**src/source/lock_macros.svh**
```systemverilog
`ifndef LOCK_MACROS_SVH
`define LOCK_MACROS_SVH

////////////////////////////////////////////////////////////
// datapath widths
////////////////////////////////////////////////////////////

`define LOCK_IN_W	16	// error sample width, signed
`define LOCK_OUT_W	24	// output word width, signed
`define LOCK_MULT_W	8	// gain factor width, signed

////////////////////////////////////////////////////////////
// input channels
////////////////////////////////////////////////////////////

`define LOCK_N_CH	4	// error channels into the mux
`define LOCK_SEL_W	2	// select width, covers LOCK_N_CH

`endif

```
**src/source/lock_pkg.sv**
```systemverilog
`include "lock_macros.svh"

package lock_pkg;

	////////////////////////////////////////////////////////////
	// error sample
	////////////////////////////////////////////////////////////

	// one channel of the error bus, 17 bits
	typedef struct packed {
		logic signed [`LOCK_IN_W-1:0]	data;	// error value
		logic							valid;	// one cycle strobe
	} lock_sample_t;

	////////////////////////////////////////////////////////////
	// front-panel parameters
	////////////////////////////////////////////////////////////

	// output stage settings, 80 bits
	typedef struct packed {
		logic signed [`LOCK_OUT_W-1:0]	out_max;	// window upper bound
		logic signed [`LOCK_OUT_W-1:0]	out_min;	// window lower bound
		logic signed [`LOCK_OUT_W-1:0]	out_init;	// integrator seed value
		logic signed [`LOCK_MULT_W-1:0]	multiplier;	// gain per sample
	} out_params_t;

	////////////////////////////////////////////////////////////
	// preprocessor states
	////////////////////////////////////////////////////////////

	// one pass per accepted sample
	typedef enum logic [1:0] {
		ST_IDLE		= 2'd0,	// wait for a valid sample
		ST_COMPUTE	= 2'd1,	// gain, accumulate, clamp
		ST_SEND		= 2'd2,	// result valid downstream
		ST_DONE		= 2'd3	// result becomes prev
	} pre_state_e;

endpackage

```
**src/source/channel_mux.sv**
```systemverilog
`include "lock_macros.svh"

module channel_mux (
	input	logic						clk_in,					// system clock
	input	logic						reset_in,				// async reset, active high
	input	lock_pkg::lock_sample_t		ch_samples [`LOCK_N_CH],	// all error channels
	input	logic [`LOCK_SEL_W-1:0]		ch_sel,					// channel to pass on
	output	lock_pkg::lock_sample_t		sel_sample				// selected channel, one cycle late
);
	import lock_pkg::*;

	////////////////////////////////////////////////////////////
	// channel select
	////////////////////////////////////////////////////////////

	lock_sample_t					picked;		// selected channel, unregistered
	logic signed [`LOCK_IN_W-1:0]	sel_data;	// registered payload
	logic							sel_valid;	// registered strobe

	assign picked = ch_samples[ch_sel];	// select takes effect at the next edge

	////////////////////////////////////////////////////////////
	// output register
	////////////////////////////////////////////////////////////

	// strobe register, cleared so nothing stale leaks out of reset
	always_ff @(posedge clk_in or posedge reset_in) begin
		if (reset_in) begin
			sel_valid <= 1'b0;
		end else begin
			sel_valid <= picked.valid;	// only the selected strobe gets through
		end
	end

	// payload follows the selected channel every cycle
	always_ff @(posedge clk_in) begin
		sel_data <= picked.data;
	end

	assign sel_sample = '{data: sel_data, valid: sel_valid};	// repack for the preprocessor

endmodule

```
**src/source/output_config_regs.sv**
```systemverilog
module output_config_regs (
	input	logic					clk_in,			// system clock
	input	logic					reset_in,		// async reset, active high
	input	lock_pkg::out_params_t	cfg_params,		// front-panel values
	input	logic					update_en,		// arms the update pulse
	input	logic					update,			// load request, one cycle
	output	lock_pkg::out_params_t	active_params,	// settings in use
	output	logic					init_load		// integrator reseed, cycle after a load
);

	////////////////////////////////////////////////////////////
	// update gate
	////////////////////////////////////////////////////////////

	logic load_params;	// gated update

	// an update without update_en is ignored completely
	assign load_params = update & update_en;

	////////////////////////////////////////////////////////////
	// parameter bank
	////////////////////////////////////////////////////////////

	// all four fields move together on a gated update
	always_ff @(posedge clk_in or posedge reset_in) begin
		if (reset_in) begin
			active_params <= '0;	// zero window, zero gain
		end else if (load_params) begin
			active_params <= cfg_params;	// bounds, seed and gain
		end
	end

	////////////////////////////////////////////////////////////
	// reseed pulse
	////////////////////////////////////////////////////////////

	// One cycle after the load, so the preprocessor picks up the
	// new out_init from active_params and not the old value.
	always_ff @(posedge clk_in or posedge reset_in) begin
		if (reset_in) begin
			init_load <= 1'b0;
		end else begin
			init_load <= load_params;	// single pulse per gated update
		end
	end

endmodule

```
**src/source/output_path_top.sv**
```systemverilog
`include "lock_macros.svh"

module output_path_top #(
	parameter int COMP_LATENCY = 2	// passed to the preprocessor
)(
	input	logic							clk_in,					// system clock
	input	logic							reset_in,				// async reset, active high
	input	lock_pkg::lock_sample_t			ch_samples [`LOCK_N_CH],	// error channels
	input	logic [`LOCK_SEL_W-1:0]			ch_sel,					// active channel
	input	lock_pkg::out_params_t			cfg_params,				// front-panel values
	input	logic							update_en,				// update arm level
	input	logic							update,					// update pulse
	output	logic signed [`LOCK_OUT_W-1:0]	data_out,				// correction word
	output	logic							data_valid_out			// result strobe
);
	import lock_pkg::*;

	////////////////////////////////////////////////////////////
	// internal wires
	////////////////////////////////////////////////////////////

	lock_sample_t	sel_sample;		// mux to preprocessor
	out_params_t	active_params;	// config bank to preprocessor
	logic			init_load;		// reseed pulse

	////////////////////////////////////////////////////////////
	// instances
	////////////////////////////////////////////////////////////

	channel_mux u_channel_mux (
		.clk_in		(clk_in),
		.reset_in	(reset_in),
		.ch_samples	(ch_samples),
		.ch_sel		(ch_sel),
		.sel_sample	(sel_sample)
	);

	output_config_regs u_output_config_regs (
		.clk_in			(clk_in),
		.reset_in		(reset_in),
		.cfg_params		(cfg_params),
		.update_en		(update_en),
		.update			(update),
		.active_params	(active_params),
		.init_load		(init_load)
	);

	output_preprocessor #(
		.COMP_LATENCY	(COMP_LATENCY)
	) u_output_preprocessor (
		.clk_in			(clk_in),
		.reset_in		(reset_in),
		.sel_sample		(sel_sample),
		.active_params	(active_params),
		.init_load		(init_load),
		.data_out		(data_out),
		.data_valid_out	(data_valid_out)
	);

endmodule

```
**src/source/output_preprocessor.sv**
```systemverilog
`include "lock_macros.svh"

module output_preprocessor #(
	parameter int COMP_LATENCY = 2	// cycles in ST_COMPUTE, at least 1
)(
	input	logic							clk_in,			// system clock
	input	logic							reset_in,		// async reset, active high
	input	lock_pkg::lock_sample_t			sel_sample,		// selected error sample
	input	lock_pkg::out_params_t			active_params,	// window, seed and gain
	input	logic							init_load,		// reseed prev with out_init
	output	logic signed [`LOCK_OUT_W-1:0]	data_out,		// clamped integrator output
	output	logic							data_valid_out	// one cycle per result
);
	import lock_pkg::*;

	////////////////////////////////////////////////////////////
	// widths
	////////////////////////////////////////////////////////////

	localparam int PROD_W = `LOCK_IN_W + `LOCK_MULT_W;	// full product
	localparam int SUM_W = ((PROD_W > `LOCK_OUT_W) ? PROD_W : `LOCK_OUT_W) + 1;	// carry bit
	localparam int CNT_W = (COMP_LATENCY > 1) ? $clog2(COMP_LATENCY) : 1;
	localparam logic [CNT_W-1:0] CNT_LAST = CNT_W'(COMP_LATENCY - 1);	// last compute cycle

	////////////////////////////////////////////////////////////
	// internal signals
	////////////////////////////////////////////////////////////

	pre_state_e						cur_state;		// current state
	pre_state_e						next_state;		// next state
	logic [CNT_W-1:0]				counter;		// intrastate counter
	logic							compute_last;	// final compute cycle

	logic signed [`LOCK_IN_W-1:0]	lock_data_raw;	// latched sample
	logic signed [`LOCK_OUT_W-1:0]	data_out_prev;	// integrator state

	logic signed [PROD_W-1:0]		lock_prod;		// sample times gain
	logic signed [SUM_W-1:0]		lock_sum;		// exact prev plus product
	logic signed [SUM_W-1:0]		bound_max;		// out_max, widened
	logic signed [SUM_W-1:0]		bound_min;		// out_min, widened
	logic signed [SUM_W-1:0]		lock_upper;		// after upper clamp
	logic signed [SUM_W-1:0]		lock_clamped;	// after lower clamp
	logic							above_max;		// sum over upper bound
	logic							below_min;		// under lower bound

	////////////////////////////////////////////////////////////
	// gain, accumulate, clamp
	////////////////////////////////////////////////////////////

	assign lock_prod = $signed(lock_data_raw) * $signed(active_params.multiplier);	// no overflow
	assign lock_sum = SUM_W'(lock_prod) + SUM_W'(data_out_prev);	// sign extended, exact

	assign bound_max = SUM_W'($signed(active_params.out_max));
	assign bound_min = SUM_W'($signed(active_params.out_min));

	// upper bound first, then lower, so out_min wins on an inverted window
	assign above_max = lock_sum > bound_max;
	assign lock_upper = above_max ? bound_max : lock_sum;
	assign below_min = lock_upper < bound_min;
	assign lock_clamped = below_min ? bound_min : lock_upper;

	////////////////////////////////////////////////////////////
	// data registers
	////////////////////////////////////////////////////////////

	// sample latched only when a pass starts
	always_ff @(posedge clk_in) begin
		if (cur_state == ST_IDLE && sel_sample.valid) begin
			lock_data_raw <= sel_sample.data;
		end
	end

	// integrator state, init_load wins over the done update
	always_ff @(posedge clk_in or posedge reset_in) begin
		if (reset_in) begin
			data_out_prev <= '0;
		end else if (init_load) begin
			data_out_prev <= active_params.out_init;	// reseed
		end else if (cur_state == ST_DONE) begin
			data_out_prev <= data_out;	// integrate
		end
	end

	// result register, held until the next pass
	always_ff @(posedge clk_in or posedge reset_in) begin
		if (reset_in) begin
			data_out <= '0;
		end else if (cur_state == ST_COMPUTE && compute_last) begin
			data_out <= lock_clamped[`LOCK_OUT_W-1:0];	// fits, value is inside the window
		end
	end

	assign data_valid_out = (cur_state == ST_SEND);	// decoded from state

	////////////////////////////////////////////////////////////
	// state machine
	////////////////////////////////////////////////////////////

	assign compute_last = (counter == CNT_LAST);

	always_ff @(posedge clk_in or posedge reset_in) begin
		if (reset_in) begin
			cur_state <= ST_IDLE;
		end else begin
			cur_state <= next_state;
		end
	end

	// counts compute cycles, zero everywhere else
	always_ff @(posedge clk_in or posedge reset_in) begin
		if (reset_in) begin
			counter <= '0;
		end else if (cur_state == ST_COMPUTE && !compute_last) begin
			counter <= counter + 1'b1;
		end else begin
			counter <= '0;
		end
	end

	always_comb begin
		next_state = cur_state;	// hold by default
		case (cur_state)
			ST_IDLE: begin
				if (sel_sample.valid) begin
					next_state = ST_COMPUTE;	// strobes elsewhere are dropped
				end
			end
			ST_COMPUTE: begin
				if (compute_last) begin
					next_state = ST_SEND;
				end
			end
			ST_SEND: next_state = ST_DONE;	// single valid cycle
			ST_DONE: next_state = ST_IDLE;	// prev updated here
			default: next_state = ST_IDLE;
		endcase
	end

endmodule

```
**config.mk**
```make
export PLATFORM = sky130hd
export DESIGN_NAME = output_path_top
export DESIGN_NICKNAME = d
export VERILOG_FILES = /design/src/source/lock_pkg.sv /design/src/source/channel_mux.sv /design/src/source/output_config_regs.sv /design/src/source/output_path_top.sv /design/src/source/output_preprocessor.sv
export VERILOG_INCLUDE_DIRS = /design/src /design/src/source
export SDC_FILE = /design/constraint.sdc
export NUM_CORES = 1
export LEC_CHECK = 0
export BUFFER_PORTS_ARGS = -buffer_cell sky130_fd_sc_hd__clkbuf_2
export CORE_MARGIN = 1.5
export CORE_UTILIZATION = 50
export CTS_BUF_LIST = sky130_fd_sc_hd__clkbuf_8
export CTS_CLUSTER_SIZE = 24
export DETAILED_ROUTE_END_ITERATION = 7
export PLACE_DENSITY = 0.76
export REMOVE_ABC_BUFFERS = 1
export SYNTH_ARGS = -nofsm -noshare
export SYNTH_HDL_FRONTEND = slang
export SYNTH_HIERARCHICAL = 1
export SYNTH_SLANG_ARGS = --single-unit
export TNS_END_PERCENT = 30
```
**constraint.sdc**
```tcl
create_clock -name clk_in -period 14.1 [get_ports clk_in]
set_clock_uncertainty 0.05 [all_clocks]
set_input_delay 0.705 -clock clk_in [delete_from_list [all_inputs] [get_ports clk_in]]
set_output_delay 0.705 -clock clk_in [all_outputs]
set_load 0.05 [all_outputs]
```
==> run metrics, run 1 <==
Final period util=0.778; pins over their slew limit=0; most frequent cells after synthesis=159 x inv_1, 133 x dfrtp_1, 132 x fa_1; Synth top area share=0.238; worst endpoint required time=14.39 ns; first-pass GRT wire length=50.7 mm; DR WL/cell=about 18 um; Initial Utilization=0.505; DR iter-0 viols=490; cts repair resizes=0; Routed Antenna Nets=0; number of buffers and inverters on the critical path=3; layout net count=about 1,800; CP endpoint kind=flip-flop; Setup Crit Path Kind=flip-flop to flip-flop; MaxCap Viol Count=0; DRC=0; RR Startpoint=u_output_config_regs/active_params[0]; Clock Path Buffers=2; number of synthesized flops with an enable pin=16; via count=approximately 9,600; Cell Area, Synth=0.0140 mm^2; first drt pass iteration count=7; initial antenna violation count=0; GPL Wtd Cong=0.980; die width=approximately 170 um; maximum fanout along the worst path=26; core area=0.0277 mm^2; Layout area overhead=10.5%; Total Neg Setup Slack=0 ns; Clock Sinks=165; most common cell in the synthesized netlist=inv_1; grt met1 use=0.310; status=complete, no violations; clock latency at the later pin of the worst-skew pair=0.47 ns; total gr overflow=0; Worst Setup Start Kind=flip-flop; CTS clock-pin slew for the worst setup and hold paths=roughly 0.1 ns; share of cells above drive strength 1=0.248; Fin. Hold Viols=0; Fmax=roughly 91 MHz; slowest stage cell, crit path=dfrtp_1; Ant. Diodes=0; syn_area_per_cell=11.4 um^2; largest cells by area after synthesis=dfrtp_1 24%, fa_1 19%, ha_1 9.7%; WP depth=34; M2 GR Usage=0.378; Die Height=170 um; post-DP HPWL=24.8 mm; final worst slack=3.13 ns; post-synthesis register bit count=165; top cell type by total area after synthesis=dfrtp_1; Finish-stage setup viols=0; asr flop ratio synth=0.806; Worst Hold Class=flip-flop to flip-flop; Reg-to-Reg End=u_output_preprocessor/data_out[6]; share of the yosys chip area belonging to registers=0.295; family with the most delay on the worst path=adder cells; Register-to-Register Setup Slack=3.13 ns; DP Worst Slack=3.34 ns; busiest layer in global routing=met2; worst-margin pin slew=1.13 ns; GRT Overall Usage=0.227; drt total wl=31.4 mm; largest net degree at the start of global routing=65; Clock Tree Root=clkbuf_8; Syn Inst Count=1,228; Synth cell types=67; crit path from=u_output_config_regs/active_params[0]; TritonCTS Buffers=17; Post-synth top flop=dfrtp_1; final std cells w/o fill=1,780; Row Count=61; yosys warns=6; CP peak stage delay=0.71 ns; CTS tree=built; RSZ-0062 raised after global routing=no; DR vias/cell=5.39; CP endpoint=u_output_preprocessor/data_out[6]; I/O pin cnt=179; # Post-CTS Setup Buffers=0; Fin Hold WS=0.361 ns; Max H-tree Level=4; IO Port Bufs=178; M3 GR Usage=0.0316; Worst Path Arrival=11.26 ns; Max-slew headroom=0.244; post-route minimum period=10.97 ns; vias in the first global route=between 9,000 and 10,000; Reg2Reg Depth=34; Placed Cells=1,747; die footprint=0.0290 mm^2
## worst register-to-register path, delay by kind of cell, from the launching register on
family / cells / cell delay (ns)
compound gates: 9 / 2.53
simple gates: 12 / 3.21
buf+inv: 3 / 0.57
fa+ha+maj: 8 / 3.24
mux: 1 / 0.38
xor+xnor: 1 / 0.15
flops: 1 / 0.71
## sequential cells by signal (all words and copies together) (netlist names)
register                             count
u_output_config_regs/init_load           1
u_output_preprocessor/compute_last       1
u_output_preprocessor/data_out          24
u_output_config_regs/active_params      80
u_output_preprocessor/lock_data_raw     16
u_output_preprocessor/cur_state          2
u_output_preprocessor/data_out_prev     24
u_channel_mux/sel_data                  16
u_channel_mux/sel_valid                  1
## metal layers
| layer | part of all wire | wire length, um |
|---|---|---|
| met1 | 0.46 | 14300 |
| met2 | 0.48 | 15200 |
| met3 | 0.040 | 1270 |
| met4 | 0.020 | 634 |
| met5 | 0 | 0 |
## cell type report
cell class	instances	area [um^2]
tap	378	473
fill	2368	12200
multi-input combinational	859	8900
inverter	159	598
sequential	165	4130
clock buffer	18	248
clock inverter	14	161
timing repair buffer	187	961
## kinds of logic after synthesis
group / synth area share
multiplexers: 0.151
XOR/XNOR: 0.0156
AND/OR/NAND/NOR: 0.112
AO/OA/AOI/OAI: 0.0708
flip-flops: 0.295
adder cells (fa/ha/maj): 0.286
buffers and inverters: 0.0693
## layout by cell type, fill, tap and decap left out, types with 24 or more instances in the layout
master    netlist  routed
dfrtp_1       133     133
nor2_1         38      38
o21ai_0        40      40
ha_1          109     109
mux2i_1        25      25
mux2_2         24      24
a21oi_1        25      25
clkbuf_2        0     178
and2_1         73      73
fa_1          132     132
inv_1         159     157
mux2_4         79      79
nand2_1       121     121
## worst min path at each step
stage / startpoint / end / slack [ns] / cells past startpoint
final: u_channel_mux/sel_data[2] / u_output_preprocessor/lock_data_raw[2] / 0.36 / 0
after global routing: cfg_params[55] / u_output_config_regs/active_params[55] / 0.37 / 2
after CTS: u_channel_mux/sel_data[1] / u_output_preprocessor/lock_data_raw[1] / 0.36 / 0
after detailed placement: u_channel_mux/sel_data[1] / u_output_preprocessor/lock_data_raw[1] / 0.34 / 0
after global placement: u_channel_mux/sel_data[15] / u_output_preprocessor/lock_data_raw[15] / 0.34 / 0
after floorplan: u_channel_mux/sel_data[0] / u_output_preprocessor/lock_data_raw[0] / 0.34 / 0
## stage by stage
step                area, um^2  utilization
floorplan                13600            -
global placement         15100        0.543
detailed placement       15100        0.543
CTS                      15500        0.559
global route             15500        0.559
finish                   15500        0.559
## repair_timing
item,4_1_cts,5_1_grt
endpoints found under the setup margin,0,0
hold buffers,1,0
endpoints found under the hold margin,1,0
Power of run 1 is left out: the tool's default activity adds up to more than one toggle a clock period on the data nets, which glitch-free logic cannot reach.
==> run 2, diff against run 1 <==
--- a/config.mk
+++ b/config.mk
@@ -12,7 +12,7 @@
 export CTS_BUF_LIST = sky130_fd_sc_hd__clkbuf_8
 export CTS_CLUSTER_SIZE = 24
 export DETAILED_ROUTE_END_ITERATION = 7
-export PLACE_DENSITY = 0.76
+export PLACE_DENSITY = 0.79
 export REMOVE_ABC_BUFFERS = 1
 export SYNTH_ARGS = -nofsm -noshare
 export SYNTH_HDL_FRONTEND = slang
==> constraint.sdc (replaced) <==
create_clock -name clk_in -period 9.3 [get_ports clk_in]
set_clock_uncertainty 0.05 [all_clocks]
set_input_delay 0.465 -clock clk_in [delete_from_list [all_inputs] [get_ports clk_in]]
set_output_delay 0.465 -clock clk_in [all_outputs]
set_load 0.05 [all_outputs]
==> run metrics, run 2 (synthesis results as in run 1) <==
Die Height=approximately 170 um; via count=10,300; drt total wl=35.6 mm; Fmax=107 MHz; final worst slack=-0.0295 ns; die width=between 150 and 200 um; die footprint=0.0290 mm^2; Routed Antenna Nets=0; I/O pin cnt=about 180; clock latency at the later pin of the worst-skew pair=0.48 ns; Seq. cell area=0.00414 mm^2; FILL cells=2,156; Clock Sinks=165; IO Port Bufs=about 180; Top Registers=u_output_config_regs/active_params (80), u_output_preprocessor/data_out (24), u_output_preprocessor/data_out_prev (24); Worst Path Arrival=roughly 9.7 ns; CP peak stage delay=0.54 ns; DRC=0; DR iter-0 viols=694; Initial Utilization=0.505; post-DP HPWL=26.2 mm; share of cells above drive strength 1=0.361; GRT Overall Usage=0.238; Clock Tree Root=clkbuf_8; most common cell after layout, fill and taps aside=clkbuf_2; Worst Setup Start Kind=flip-flop; TritonCTS Buffers=17; layout net count=1,888; maximum fanout along the worst path=7; post-route minimum period=just over 9 ns; first-pass GRT wire length=52.9 mm; Final period util=1.00; Ant. Diodes=0; CTS tree=built; DR vias/cell=5.46; slowest stage cell, crit path=fa_1; Util after Layout=0.615; Layout area overhead=21.7%; initial antenna violation count=0; Finish-stage setup viols=1; worst-margin pin slew=1.08 ns; Row Count=61; commonest cells after routing, fill and taps aside=178 x clkbuf_2, 155 x inv_1, 128 x dfrtp_1, 128 x fa_1, 115 x nand2_1; MaxCap Viol Count=0; Register-to-Register Setup Slack=-0.03 ns; worst endpoint required time=9.62 ns; Reg with most FFs=u_output_config_regs/active_params; RSZ-0062 raised after global routing=yes; largest net degree at the start of global routing=75; vias in the first global route=10,400; pins over their slew limit=0; DR WL/cell=18.9 um; total gr overflow=0; area of the multi-input gates=0.00958 mm^2; critical path's most frequent cell=fa_1; core area=0.0277 mm^2; Max H-tree Level=4; Max-slew headroom=0.280; first drt pass iteration count=5; Clock Path Buffers=2; GPL Wtd Cong=just over 0.9; Placed Cells=~1,800; Setup Crit Path Kind=flip-flop to flip-flop; CP endpoint kind=flip-flop; Fin. Hold Viols=0; CTS clock-pin slew for the worst setup and hold paths=~0.10 ns; Largest register FFs=80; status=finished with violations; Worst Hold Class=primary input to flip-flop; final std cells w/o fill=1,884; failing checks=negative setup slack
-- run 2: timing repair --
action                                  CTS  global route
endpoints found under the setup margin   24            24
buffers inserted                          1            31
gates resized for setup                   9           148
cloned                                    0             5
hold buffers                              1             0
pin swaps                                 1            61
endpoints found under the hold margin     8             0
-- run 2: worst paths after layout --
path                                                            start                                     end  depth (start not counted)
worst max register to register  u_output_config_regs/active_params[6]      u_output_preprocessor/data_out[21]                         36
min in group asynchronous                                    reset_in                 u_channel_mux/sel_valid                          3
worst min register to register              u_channel_mux/sel_data[0]  u_output_preprocessor/lock_data_raw[0]                          0
worst max-delay path            u_output_config_regs/active_params[6]      u_output_preprocessor/data_out[21]                         36
worst min-delay path                                   cfg_params[42]  u_output_config_regs/active_params[42]                          2
max in group asynchronous                                    reset_in   u_output_config_regs/active_params[6]                          4
-- run 2: worst max-delay path, delay by kind of cell, from the launching register on --
family	cells	cell delay, ns
AND/OR/NAND/NOR	10	2.04
XOR/XNOR	1	0.15
multiplexers	1	0.32
adder cells (fa/ha/maj)	8	3.11
AO/OA/AOI/OAI	11	2.35
flip-flops	1	0.45
buffers and inverters	5	0.76
-- run 2: stage by stage --
step / setup TNS [ns] / instance area (um^2) / hold WS [ns] / worst slack (ns)
3_5_place_dp: -8.56 / 15600 / 0.284 / -0.516
3_3_place_gp: -2.11 / 15600 / 0.281 / -0.185
4_1_cts: 0 / 16000 / 0.136 / 0.0144
5_1_grt: -6.46 / 17000 / 0.136 / -0.328
6_report: -0.0295 / 17000 / 0.156 / -0.0295
2_1_floorplan: -9.70 / 13600 / 0.144 / -0.495
-- run 2: cell type report --
cell class	instances	share of cell area
clock buffer	20	0.0162
clock inverter	12	0.00690
inverter	159	0.0351
multi-input combinational	859	0.562
sequential	165	0.243
tap	378	0.0278
timing repair buffer	291	0.109
-- run 2: routing by layer --
layer | GRT usage | part of all wire | vias up
li1 | - | - | 4676
met1 | 0.302 | 0.41 | 5166
met2 | 0.408 | 0.50 | 372
met3 | 0.0456 | 0.062 | 75
met4 | 0.0827 | 0.030 | 0
met5 | 0 | 0 | -
Power of run 2 is left out for the same reason.
==> run 3, diff against run 2 <==
--- a/config.mk
+++ b/config.mk
@@ -9,11 +9,13 @@
 export BUFFER_PORTS_ARGS = -buffer_cell sky130_fd_sc_hd__clkbuf_2
 export CORE_MARGIN = 1.5
 export CORE_UTILIZATION = 50
-export CTS_BUF_LIST = sky130_fd_sc_hd__clkbuf_8
+export CTS_BUF_LIST = sky130_fd_sc_hd__clkbuf_16
 export CTS_CLUSTER_SIZE = 24
 export DETAILED_ROUTE_END_ITERATION = 7
 export PLACE_DENSITY = 0.79
+export RECOVER_POWER = 100
 export REMOVE_ABC_BUFFERS = 1
+export SLEW_MARGIN = 20
 export SYNTH_ARGS = -nofsm -noshare
 export SYNTH_HDL_FRONTEND = slang
 export SYNTH_HIERARCHICAL = 1
==> run metrics, run 3 (synthesis results as in run 1) <==
TritonCTS Buffers=17; Row Count=61; Largest register FFs=80; DP Worst Slack=-0.516 ns; first-pass GRT wire length=53.4 mm; GRT Overall Usage=0.241; CTS tree=built; Max H-tree Level=4; Fin. Hold Viols=0; final worst slack=0.0480 ns; drt total wl=35.7 mm; vias in the first global route=~10,000; Placed Cells=1,816; core area=between 0.02 and 0.03 mm^2; IO Port Bufs=178; pins over their slew limit=236; DR iter-0 viols=663; worst-margin pin slew=around 4.2 ns; Setup Crit Path Kind=flip-flop to flip-flop; Placed Instance Area=0.0156 mm^2; first drt pass iteration count=5; post-route minimum period=9.25 ns; layout net count=~1,900; die footprint=0.0290 mm^2; DR WL/cell=19.0 um; DR vias/cell=~5.5; Clock Sinks=165; Top Registers=u_output_config_regs/active_params (80), u_output_preprocessor/data_out (24), u_output_preprocessor/data_out_prev (24); total gr overflow=0; Final period util=0.995; Final Instance Area=0.0168 mm^2; Worst Setup Start Kind=flip-flop; Register-to-Register Setup Slack=0.05 ns; CTS clock-pin slew for the worst setup and hold paths=0.07 ns; Worst Path Arrival=approximately 9.5 ns; Die Height=170 um; Layout area overhead=20.1%; die width=170 um; Reg with most FFs=u_output_config_regs/active_params; Worst Hold Class=primary input to flip-flop; Ant. Diodes=0; post-DP HPWL=between 20 and 30 mm; Hold Path Origin=cfg_params[72]; slowest stage cell, crit path=fa_1; I/O pin cnt=roughly 180; Worst Hold Depth=2; GPL Wtd Cong=0.907; DRC=0; RR Startpoint=u_output_preprocessor/lock_data_raw[3]; MaxCap Viol Count=5; RSZ-0062 raised after global routing=yes; share of cells above drive strength 1=0.284; most common cell after layout, fill and taps aside=inv_1; Clock Path Buffers=2; via count=10,300; Finish-stage setup viols=0; initial antenna violation count=0; Fmax=108 MHz; failing checks=max-capacitance violations, max-slew violations; maximum fanout along the worst path=7; CP endpoint kind=flip-flop; CP peak stage delay=roughly 0.57 ns; Clock Tree Root=clkbuf_16; commonest cells after routing, fill and taps aside=156 x inv_1, 151 x clkbuf_2, 128 x dfrtp_1; final std cells w/o fill=1,877; largest net degree at the start of global routing=75; clock latency at the later pin of the worst-skew pair=0.45 ns; Reg-to-Reg End=u_output_preprocessor/data_out[23]; Reg2Reg Depth=37; Routed Antenna Nets=0; Max-slew headroom=-1.80; Hold Path End=u_output_config_regs/active_params[72]; status=finished with violations; worst endpoint required time=9.59 ns; FILL cells=2,253; Initial Utilization=0.505
run 3: cell count changes in the layout (fill, tap and decap cells not counted), moves of 3 or more:
cell,delta
clkinv_1,+4
buf_4,-8
clkbuf_1,+31
mux2_4,-77
o311ai_0,+3
clkbuf_8,-20
mux2_1,+76
or4b_4,-4
clkbuf_2,-27
or4b_1,+4
clkbuf_16,+17
run 3: how the worst max path moves through the flow:
stage | to | startpoint | slack [ns]
after floorplan | u_output_preprocessor/data_out[4] | u_output_config_regs/active_params[0] | -0.49
after global placement | u_output_preprocessor/data_out[6] | u_output_config_regs/active_params[7] | -0.19
after detailed placement | u_output_preprocessor/data_out[5] | u_output_preprocessor/lock_data_raw[3] | -0.52
after CTS | u_output_preprocessor/data_out[23] | u_output_config_regs/active_params[3] | 0.04
after global routing | u_output_preprocessor/data_out[23] | u_output_config_regs/active_params[0] | -0.26
final | u_output_preprocessor/data_out[23] | u_output_preprocessor/lock_data_raw[3] | 0.05
run 3: cell type report:
cell class | instances | area, um^2 | share of cell area
inverters | 159 | 598 | 0.0356
clock inverters | 15 | 129 | 0.00766
well taps | 378 | 473 | 0.0281
multi-input cells | 859 | 9300 | 0.553
repair buffers | 284 | 1760 | 0.105
flip-flops and latches | 165 | 4140 | 0.246
clock buffers | 17 | 425 | 0.0253
run 3: per-layer routing:
| layer | track usage | up-vias | part of all wire |
|---|---|---|---|
| li1 | - | 4665 | - |
| met1 | 0.310 | 5179 | 0.40 |
| met2 | 0.411 | 397 | 0.51 |
| met3 | 0.0447 | 57 | 0.061 |
| met4 | 0.0770 | 0 | 0.025 |
| met5 | 0 | - | 0 |
run 3: repair_timing:
item | 4_1_cts | 5_1_grt
setup endpoints to repair | 24 | 24
pin swaps | 1 | 41
endpoints found under the hold margin | 8 | 0
gates cloned | 0 | 3
gates resized for setup | 9 | 146
buffers inserted | 1 | 24
hold buffers | 1 | 0
run 3: critical path, delay by kind of cell, from the launching register on:
| kind | cells | cell delay [ns] |
|---|---|---|
| adders and majority gates | 8 | 3.17 |
| AOI/OAI and AO/OA | 10 | 1.94 |
| and+or+nand+nor | 10 | 1.91 |
| buffers and inverters | 7 | 1.10 |
| DFF | 1 | 0.51 |
| muxes | 1 | 0.35 |
| xor gates and xnor gates | 1 | 0.12 |
run 3: per-stage QoR:
step | TNS [ns] | hold WS (ns) | utilization
global route | -4.81 | 0.183 | 0.607
global placement | -2.11 | 0.281 | 0.563
detailed placement | -8.56 | 0.284 | 0.563
floorplan | -9.70 | 0.144 | -
finish | 0 | 0.182 | 0.607
CTS | 0 | 0.189 | 0.585
Power of run 3 is left out for the same reason.
